===== config.mk =====
export PLATFORM = sky130hd
export DESIGN_NAME = fetch_top
export DESIGN_NICKNAME = d
export VERILOG_FILES = /design/src/rtl/fetch_pkg.sv /design/src/rtl/byte_mem_if.sv /design/src/rtl/inst_fetch.sv /design/src/rtl/inst_byte_ram.sv /design/src/rtl/if_id_reg.sv /design/src/rtl/fetch_top.sv
export VERILOG_INCLUDE_DIRS = /design/src /design/src/rtl
export SDC_FILE = /design/constraint.sdc
export NUM_CORES = 2
export LEC_CHECK = 0
export ABC_AREA = 1
export BUFFER_PORTS_ARGS = -buffer_cell sky130_fd_sc_hd__clkbuf_2
export CELL_PAD_IN_SITES_DETAIL_PLACEMENT = 1
export CELL_PAD_IN_SITES_GLOBAL_PLACEMENT = 1
export CORE_MARGIN = 2
export CORE_UTILIZATION = 34
export DETAILED_ROUTE_END_ITERATION = 10
export PLACE_DENSITY = 0.62
export RECOVER_POWER = 25
export SYNTH_ARGS = -nofsm -noshare
export SYNTH_HDL_FRONTEND = slang
export SYNTH_SLANG_ARGS = --single-unit

===== constraint.sdc =====
create_clock -name clk -period 4.7 [get_ports clk]
set_input_delay 0.47 -clock clk [delete_from_list [all_inputs] [get_ports clk]]
set_output_delay 0.47 -clock clk [all_outputs]
set_load 0.02 [all_outputs]

===== src/rtl/fetch_defs.svh =====
`ifndef FETCH_DEFS_SVH
`define FETCH_DEFS_SVH

// byte address width seen by fetch and the RAM
`define FETCH_ADDR_W 32

// instruction word width, four bytes
`define FETCH_INST_W 32

// number of bytes in the instruction RAM
// only the low address bits select an entry
`define FETCH_RAM_DEPTH 256

// program counter value after reset
`define FETCH_RESET_PC 32'h0000_0000

`endif


===== src/rtl/fetch_pkg.sv =====
`default_nettype none

`include "fetch_defs.svh"

package fetch_pkg;

    // fetch unit states
    // IDLE waits for stall low, ISSUE sends the byte addresses,
    // DRAIN waits for the last byte, HOLD offers the finished word
    typedef enum logic [1:0] {
        IDLE  = 2'd0,
        ISSUE = 2'd1,
        DRAIN = 2'd2,
        HOLD  = 2'd3
    } fetch_state_e;

    // word handed from fetch to the decode-side register
    typedef struct packed {
        logic [`FETCH_ADDR_W-1:0] pc;
        logic [`FETCH_INST_W-1:0] inst;
    } fetched_inst_s;

endpackage

`default_nettype wire


===== src/rtl/byte_mem_if.sv =====
`timescale 1ns/1ps
`default_nettype none

`include "fetch_defs.svh"

interface byte_mem_if;

    // read request and its byte address
    logic                     rd_en;
    logic [`FETCH_ADDR_W-1:0] rd_addr;

    // byte returned one cycle after rd_en
    logic [7:0]               rd_data;
    logic                     rd_valid;

    modport fetcher (
        output rd_en,
        output rd_addr,
        input  rd_data,
        input  rd_valid
    );

    modport memory (
        input  rd_en,
        input  rd_addr,
        output rd_data,
        output rd_valid
    );

endinterface

`default_nettype wire


===== src/rtl/inst_fetch.sv =====
`timescale 1ns/1ps
`default_nettype none

`include "fetch_defs.svh"

module inst_fetch (
    input  logic                     clk,
    input  logic                     reset_i,
    input  logic                     stall_i,
    input  logic                     branch_i,
    input  logic [`FETCH_ADDR_W-1:0] branch_addr_i,
    byte_mem_if.fetcher              mem,
    output fetch_pkg::fetched_inst_s word_o,
    output logic                     word_valid_o
);

    fetch_pkg::fetch_state_e state_q;

    // pc of the instruction being fetched or held
    logic [`FETCH_ADDR_W-1:0] pc_q;
    logic [`FETCH_ADDR_W-1:0] seq_pc;

    // read side towards the RAM
    logic                     rd_en_q;
    logic [`FETCH_ADDR_W-1:0] rd_addr_q;
    logic [1:0]               issue_cnt_q;

    // return side and word assembly
    logic [1:0]               recv_cnt_q;
    logic [`FETCH_INST_W-1:0] asm_q;
    logic                     byte_in;
    logic                     start_seq;
    logic                     start_idle;

    assign seq_pc = pc_q + 4;

    // bytes only count while a fetch is live, stale returns after a branch drop here
    assign byte_in = mem.rd_valid &&
                     (state_q == fetch_pkg::ISSUE || state_q == fetch_pkg::DRAIN);

    // a new fetch begins from IDLE at pc, or from HOLD at pc plus 4
    assign start_idle = (state_q == fetch_pkg::IDLE) && !stall_i;
    assign start_seq  = (state_q == fetch_pkg::HOLD) && !stall_i;

    always_ff @(posedge clk) begin
        if (reset_i) begin
            state_q     <= fetch_pkg::IDLE;
            pc_q        <= `FETCH_RESET_PC;
            rd_en_q     <= 1'b0;
            issue_cnt_q <= 2'd0;
            recv_cnt_q  <= 2'd0;
        end else if (branch_i) begin
            // redirect wins over stall and over any fetch in flight
            state_q     <= fetch_pkg::IDLE;
            pc_q        <= branch_addr_i;
            rd_en_q     <= 1'b0;
            issue_cnt_q <= 2'd0;
            recv_cnt_q  <= 2'd0;
        end else begin
            if (byte_in) begin
                recv_cnt_q <= recv_cnt_q + 2'd1;
            end
            case (state_q)
                fetch_pkg::IDLE: begin
                    if (start_idle) begin
                        state_q <= fetch_pkg::ISSUE;
                        rd_en_q <= 1'b1;
                    end
                end
                fetch_pkg::ISSUE: begin
                    // counter wraps back to zero after the fourth byte
                    issue_cnt_q <= issue_cnt_q + 2'd1;
                    if (issue_cnt_q == 2'd3) begin
                        rd_en_q <= 1'b0;
                        state_q <= fetch_pkg::DRAIN;
                    end
                end
                fetch_pkg::DRAIN: begin
                    if (byte_in && recv_cnt_q == 2'd3) begin
                        state_q <= fetch_pkg::HOLD;
                    end
                end
                fetch_pkg::HOLD: begin
                    // word leaves this cycle unless decode is stalled
                    if (start_seq) begin
                        state_q <= fetch_pkg::ISSUE;
                        pc_q    <= seq_pc;
                        rd_en_q <= 1'b1;
                    end
                end
                default: begin
                    state_q <= fetch_pkg::IDLE;
                    rd_en_q <= 1'b0;
                end
            endcase
        end
    end

    // byte address walks pc, pc+1, pc+2, pc+3
    always_ff @(posedge clk) begin
        if (start_idle) begin
            rd_addr_q <= pc_q;
        end else if (start_seq) begin
            rd_addr_q <= seq_pc;
        end else if (state_q == fetch_pkg::ISSUE) begin
            rd_addr_q <= rd_addr_q + 1;
        end
    end

    // little endian, first byte ends up in the low lane after four shifts
    always_ff @(posedge clk) begin
        if (byte_in) begin
            asm_q <= {mem.rd_data, asm_q[`FETCH_INST_W-1:8]};
        end
    end

    assign mem.rd_en   = rd_en_q;
    assign mem.rd_addr = rd_addr_q;

    assign word_o.pc    = pc_q;
    assign word_o.inst  = asm_q;
    assign word_valid_o = (state_q == fetch_pkg::HOLD);

    // a cancelled fetch must never surface as a word
    assert property (@(posedge clk) disable iff (reset_i)
        branch_i |=> !word_valid_o)
        else $error("inst_fetch: word_valid_o high right after a branch");

    assert property (@(posedge clk) disable iff (reset_i)
        mem.rd_en |-> state_q == fetch_pkg::ISSUE)
        else $error("inst_fetch: read request outside ISSUE");

endmodule

`default_nettype wire


===== src/rtl/inst_byte_ram.sv =====
`timescale 1ns/1ps
`default_nettype none

`include "fetch_defs.svh"

module inst_byte_ram (
    input  logic                     clk,
    input  logic                     reset_i,
    byte_mem_if.memory               mem,
    input  logic                     load_we_i,
    input  logic [`FETCH_ADDR_W-1:0] load_addr_i,
    input  logic [7:0]               load_data_i
);

    localparam int IDX_W = $clog2(`FETCH_RAM_DEPTH);

    logic [7:0]       ram [`FETCH_RAM_DEPTH];
    logic [IDX_W-1:0] wr_idx;
    logic [IDX_W-1:0] rd_idx;
    logic [7:0]       rd_data_q;
    logic             rd_valid_q;

    // upper address bits wrap onto the array
    assign wr_idx = load_addr_i[IDX_W-1:0];
    assign rd_idx = mem.rd_addr[IDX_W-1:0];

    // load port
    always_ff @(posedge clk) begin
        if (load_we_i) begin
            ram[wr_idx] <= load_data_i;
        end
    end

    // registered read, data only moves on a request
    always_ff @(posedge clk) begin
        if (mem.rd_en) begin
            rd_data_q <= ram[rd_idx];
        end
    end

    always_ff @(posedge clk) begin
        if (reset_i) begin
            rd_valid_q <= 1'b0;
        end else begin
            rd_valid_q <= mem.rd_en;
        end
    end

    assign mem.rd_data  = rd_data_q;
    assign mem.rd_valid = rd_valid_q;

    // loading and fetching the same byte at once has no defined result
    assert property (@(posedge clk) disable iff (reset_i)
        !(load_we_i && mem.rd_en && wr_idx == rd_idx))
        else $error("inst_byte_ram: write and read hit address %0h together", wr_idx);

endmodule

`default_nettype wire


===== src/rtl/if_id_reg.sv =====
`timescale 1ns/1ps
`default_nettype none

`include "fetch_defs.svh"

module if_id_reg (
    input  logic                     clk,
    input  logic                     reset_i,
    input  logic                     stall_i,
    input  logic                     flush_i,
    input  fetch_pkg::fetched_inst_s word_i,
    input  logic                     word_valid_i,
    output logic                     id_valid_o,
    output logic [`FETCH_ADDR_W-1:0] id_pc_o,
    output logic [`FETCH_INST_W-1:0] id_inst_o
);

    logic                     valid_q;
    logic [`FETCH_ADDR_W-1:0] pc_q;
    logic [`FETCH_INST_W-1:0] inst_q;
    logic                     take;

    // handoff happens only when decode is not stalled
    assign take = word_valid_i && !stall_i;

    // flush beats both load and hold
    always_ff @(posedge clk) begin
        if (reset_i || flush_i) begin
            valid_q <= 1'b0;
        end else if (!stall_i) begin
            valid_q <= word_valid_i;
        end
    end

    // payload kept as is while stalled
    always_ff @(posedge clk) begin
        if (take && !flush_i) begin
            pc_q   <= word_i.pc;
            inst_q <= word_i.inst;
        end
    end

    assign id_valid_o = valid_q;
    assign id_pc_o    = pc_q;
    assign id_inst_o  = inst_q;

    assert property (@(posedge clk) disable iff (reset_i)
        flush_i |=> !id_valid_o)
        else $error("if_id_reg: id_valid_o still high after flush");

endmodule

`default_nettype wire


===== src/rtl/fetch_top.sv =====
`timescale 1ns/1ps
`default_nettype none

`include "fetch_defs.svh"

module fetch_top (
    input  logic                     clk,
    input  logic                     reset_i,
    input  logic                     stall_i,
    input  logic                     branch_i,
    input  logic [`FETCH_ADDR_W-1:0] branch_addr_i,
    input  logic                     load_we_i,
    input  logic [`FETCH_ADDR_W-1:0] load_addr_i,
    input  logic [7:0]               load_data_i,
    output logic                     id_valid_o,
    output logic [`FETCH_ADDR_W-1:0] id_pc_o,
    output logic [`FETCH_INST_W-1:0] id_inst_o
);

    // byte read channel between fetch and RAM
    byte_mem_if mem_bus ();

    fetch_pkg::fetched_inst_s fetch_word;
    logic                     fetch_word_valid;

    inst_fetch u_fetch (
        .clk           (clk),
        .reset_i       (reset_i),
        .stall_i       (stall_i),
        .branch_i      (branch_i),
        .branch_addr_i (branch_addr_i),
        .mem           (mem_bus.fetcher),
        .word_o        (fetch_word),
        .word_valid_o  (fetch_word_valid)
    );

    inst_byte_ram u_ram (
        .clk         (clk),
        .reset_i     (reset_i),
        .mem         (mem_bus.memory),
        .load_we_i   (load_we_i),
        .load_addr_i (load_addr_i),
        .load_data_i (load_data_i)
    );

    // the branch strobe doubles as the flush of the decode register
    if_id_reg u_if_id (
        .clk          (clk),
        .reset_i      (reset_i),
        .stall_i      (stall_i),
        .flush_i      (branch_i),
        .word_i       (fetch_word),
        .word_valid_i (fetch_word_valid),
        .id_valid_o   (id_valid_o),
        .id_pc_o      (id_pc_o),
        .id_inst_o    (id_inst_o)
    );

endmodule

`default_nettype wire


==> run metrics <==
final standard cell utilization of the core 38.7%; CTS Buf Count 235; worst vdd rail ir drop 0.000354 V; antenna viol nets, final 0; die outline area 274000 sq um; Clock Pin Slew Worst Setup and Hold Paths 60 ps; xor/xnor cell area share of the yosys netlist 0.258%; Tightest Pin Transition 4550 ps; Fmax 0.252 GHz; most common cell after layout, fill and taps aside sky130_fd_sc_hd__edfxtp_1; Seq/Total Area, Yosys 71.7%; Net Count, Synth 8374; pwr/cell area 460 nW/um^2; leading register cell type out of synthesis sky130_fd_sc_hd__edfxtp_1; vias post-DR 61300; critical path data required time 5280 ps; Min-Delay Path Class input port to flop; initial cell density of the core 34.2%; Int Pwr 0.0340 W; FF-to-FF path depth 14; CTS resizes 0; insertion delay of the later-clocked pin in the worst-skew pair 870 ps; total leakage power 37.5 nW; Clock Sinks 2201; endpoint of the worst hold-timing path u_ram.ram[206][7]; share of synthesized registers carrying an async set or reset 0%; arrival time at the worst endpoint 4550 ps; Die Width 523 um; distinct cell type count after synthesis 36; ratio of final minimum period to clock period 84.5%; slowest cell delay on critical path 2990 ps; result of the run finished with violations; max-slew violation count 679; total congestion overflow after global routing 0; area delta synth->final 13.2%; share of power burned in combinational logic 16.1%; Fin Clk Skew 31.7 ps; core region area 268000 sq um; number of global-route vias before repair 62600; post-layout net count 8422; worst hold start load_data_i[7]; crit-path cells clkbuf_1 -> buf_4; unrepaired setup endpoints after global routing false; number of endpoints with negative hold slack in the final report 0; Avg WL per Cell 23.4 um; final setup violation count 0; Routed WL 283000 um; HPWL after detailed placement 169000 um; drc violations 0; max capacitance violation total 8; YS warnings 0; maximum number of pins on one net before global-route repair 159; Clock Tree Buf Depth 3; Root Driver sky130_fd_sc_hd__clkbuf_16; share of total power in sequential cells 45.6%; routability cong. 0.828; Worst Setup Start Kind input port; first-pass iteration count of the detailed router 5; layout cells sized above 1 6.88%; simple-gate share of the synthesized area 17.8%; post-route setup TNS 0 ps; Overall Global Routing Usage 20.5%; average cell area after synthesis 11.0 sq um; total I/O pin count 142; Slew HR -204%; wire length of the first global-routing pass 419000 um; Core Rows 190; power share of the clock group 38.3%; DIE HEIGHT 523 um; number of enable-type register cells in the synthesized netlist 2160; antenna violations before repair 16; post-synthesis mux area share 0%; Port-buffer cells 117; Setup Buffers After CTS 0; CTS HTree Levels 4; critical path class input port to flop; reg2reg end u_ram.mem.rd_data[2]; violated checks max-capacitance violations, max-slew violations; Synth Register Bits 2201; drt initial violations 5152; cell count after synthesis 8288; startpoint of the lowest-slack register-to-register path u_fetch.mem.rd_addr[0]; net switching power 0.0137 W; drt via density 5.07; dominant combinational cell family by area after synthesis simple AND/OR/NAND/NOR gates; capturing element type of the critical path flop; number of instances on the worst hold path 1; sw frac 28.7%; clock tree from TritonCTS yes; netlist area before placement 91600 sq um; r2r setup slk 1200 ps; family of cells with the greatest summed delay on the critical path buffers and inverters; number of buffers and inverters on the critical path 2; slowest cell on the critical path sky130_fd_sc_hd__clkbuf_1; Compound-Gate Fraction of Synth Area 5.33%; adder and majority gate portion of the synthesized area 0.123%; largest driver fanout on the critical path 69; final worst path period need 3970 ps; commonest cells after routing, fill and taps aside 2160 x sky130_fd_sc_hd__edfxtp_1, 2113 x sky130_fd_sc_hd__nand2_1, 1409 x sky130_fd_sc_hd__nor2_1, 596 x sky130_fd_sc_hd__o21ai_0, 586 x sky130_fd_sc_hd__nand3_1; number of hold buffers added after CTS 34
## how the worst max path moves through the flow
stage,depth (start not counted),startpoint,end
5_1_grt,2,load_data_i[2],u_ram.ram[225][2]
6_report,2,load_data_i[4],u_ram.ram[255][4]
3_5_place_dp,7,load_addr_i[0],u_ram.ram[6][3]
3_3_place_gp,14,u_fetch.mem.rd_addr[0],u_ram.mem.rd_data[2]
2_1_floorplan,6,u_fetch.state_q[0],u_if_id.id_inst_o[0]
4_1_cts,16,u_fetch.mem.rd_addr[0],u_ram.mem.rd_data[6]
## flip-flops by register name, summed over array words and instances (netlist names)
signal,flops
u_ram.ram,2048
u_fetch.asm_q,32
u_fetch.pc_q,32
u_if_id.id_inst_o,32
u_if_id.id_pc_o,32
u_fetch.mem.rd_addr,8
u_ram.mem.rd_data,8
u_fetch.issue_cnt_q,2
u_fetch.recv_cnt_q,2
u_fetch.state_q,2
u_fetch.mem.rd_en,1
u_if_id.id_valid_o,1
u_ram.mem.rd_valid,1
## final cells by class
class / count / area [sq um]
tap: 3552 / 4440
multi-input combinational: 5078 / 21500
clock buffer: 293 / 6200
timing repair buffer: 290 / 2500
inverter: 530 / 2010
fill: 29000 / 164000
clock inverter: 141 / 1280
sequential: 2201 / 65700
antenna: 5 / 12.5
## power by group through the flow
stage / clock, W / sequential [W] / combinational, W
3_5_place_dp: 0 / 0.0221 / 0.00767
2_1_floorplan: 0 / 0.0221 / 0.00450
6_report: 0.0183 / 0.0217 / 0.00767
5_1_grt: 0.0193 / 0.0217 / 0.00842
3_3_place_gp: 0 / 0.0221 / 0.00756
4_1_cts: 0.0186 / 0.0217 / 0.00773
## stage by stage
step / cells / hold slack (ps) / area [sq um] / power, W / setup slack [ps]
after CTS: 12100 / 9.31 / 104000 / 0.0480 / 1190
after floorplan: 8288 / 400 / 91600 / 0.0266 / 2110
after global routing: 12100 / 75.0 / 104000 / 0.0494 / 528
final: 12100 / 73.8 / 104000 / 0.0477 / 730
after detailed placement: 11600 / 415 / 95900 / 0.0298 / 1210
after global placement: 11600 / 402 / 95900 / 0.0297 / 1200
## metal layers
layer,wire [um],global-route usage (%),vias to the layer above
met5,47,0,-
met4,8680,6.44,6
met3,13600,2.47,394
met2,134000,33.3,1551
met1,128000,28.6,31200
li1,-,-,28200
## cell usage after synthesis (all sizes together), types with 8 or more instances
cell type / number / area share [%]
a21oi: 114 / 0.62
a31oi: 30 / 0.20
buf: 279 / 1.8
clkbuf: 200 / 0.82
dfxtp: 41 / 0.90
edfxtp: 2160 / 71
ha: 9 / 0.12
inv: 528 / 2.2
nand2: 2114 / 8.7
nand3: 586 / 3.2
nor2: 1412 / 5.8
o211ai: 106 / 0.87
o21ai: 651 / 3.6
xnor2: 8 / 0.077
xor2: 19 / 0.18
## cell families (layout without fill, tap and decap cells)
kind of cell	count (synthesis)	count (layout)
AO/OA/AOI/OAI	910	910
XOR/XNOR	27	27
adder cells (fa/ha/maj)	9	9
buffers and inverters	1009	1254
flip-flops	2201	2201
other	0	5
AND/OR/NAND/NOR	4132	4132
No activity file was read; power rests on OpenSTA's default activity.
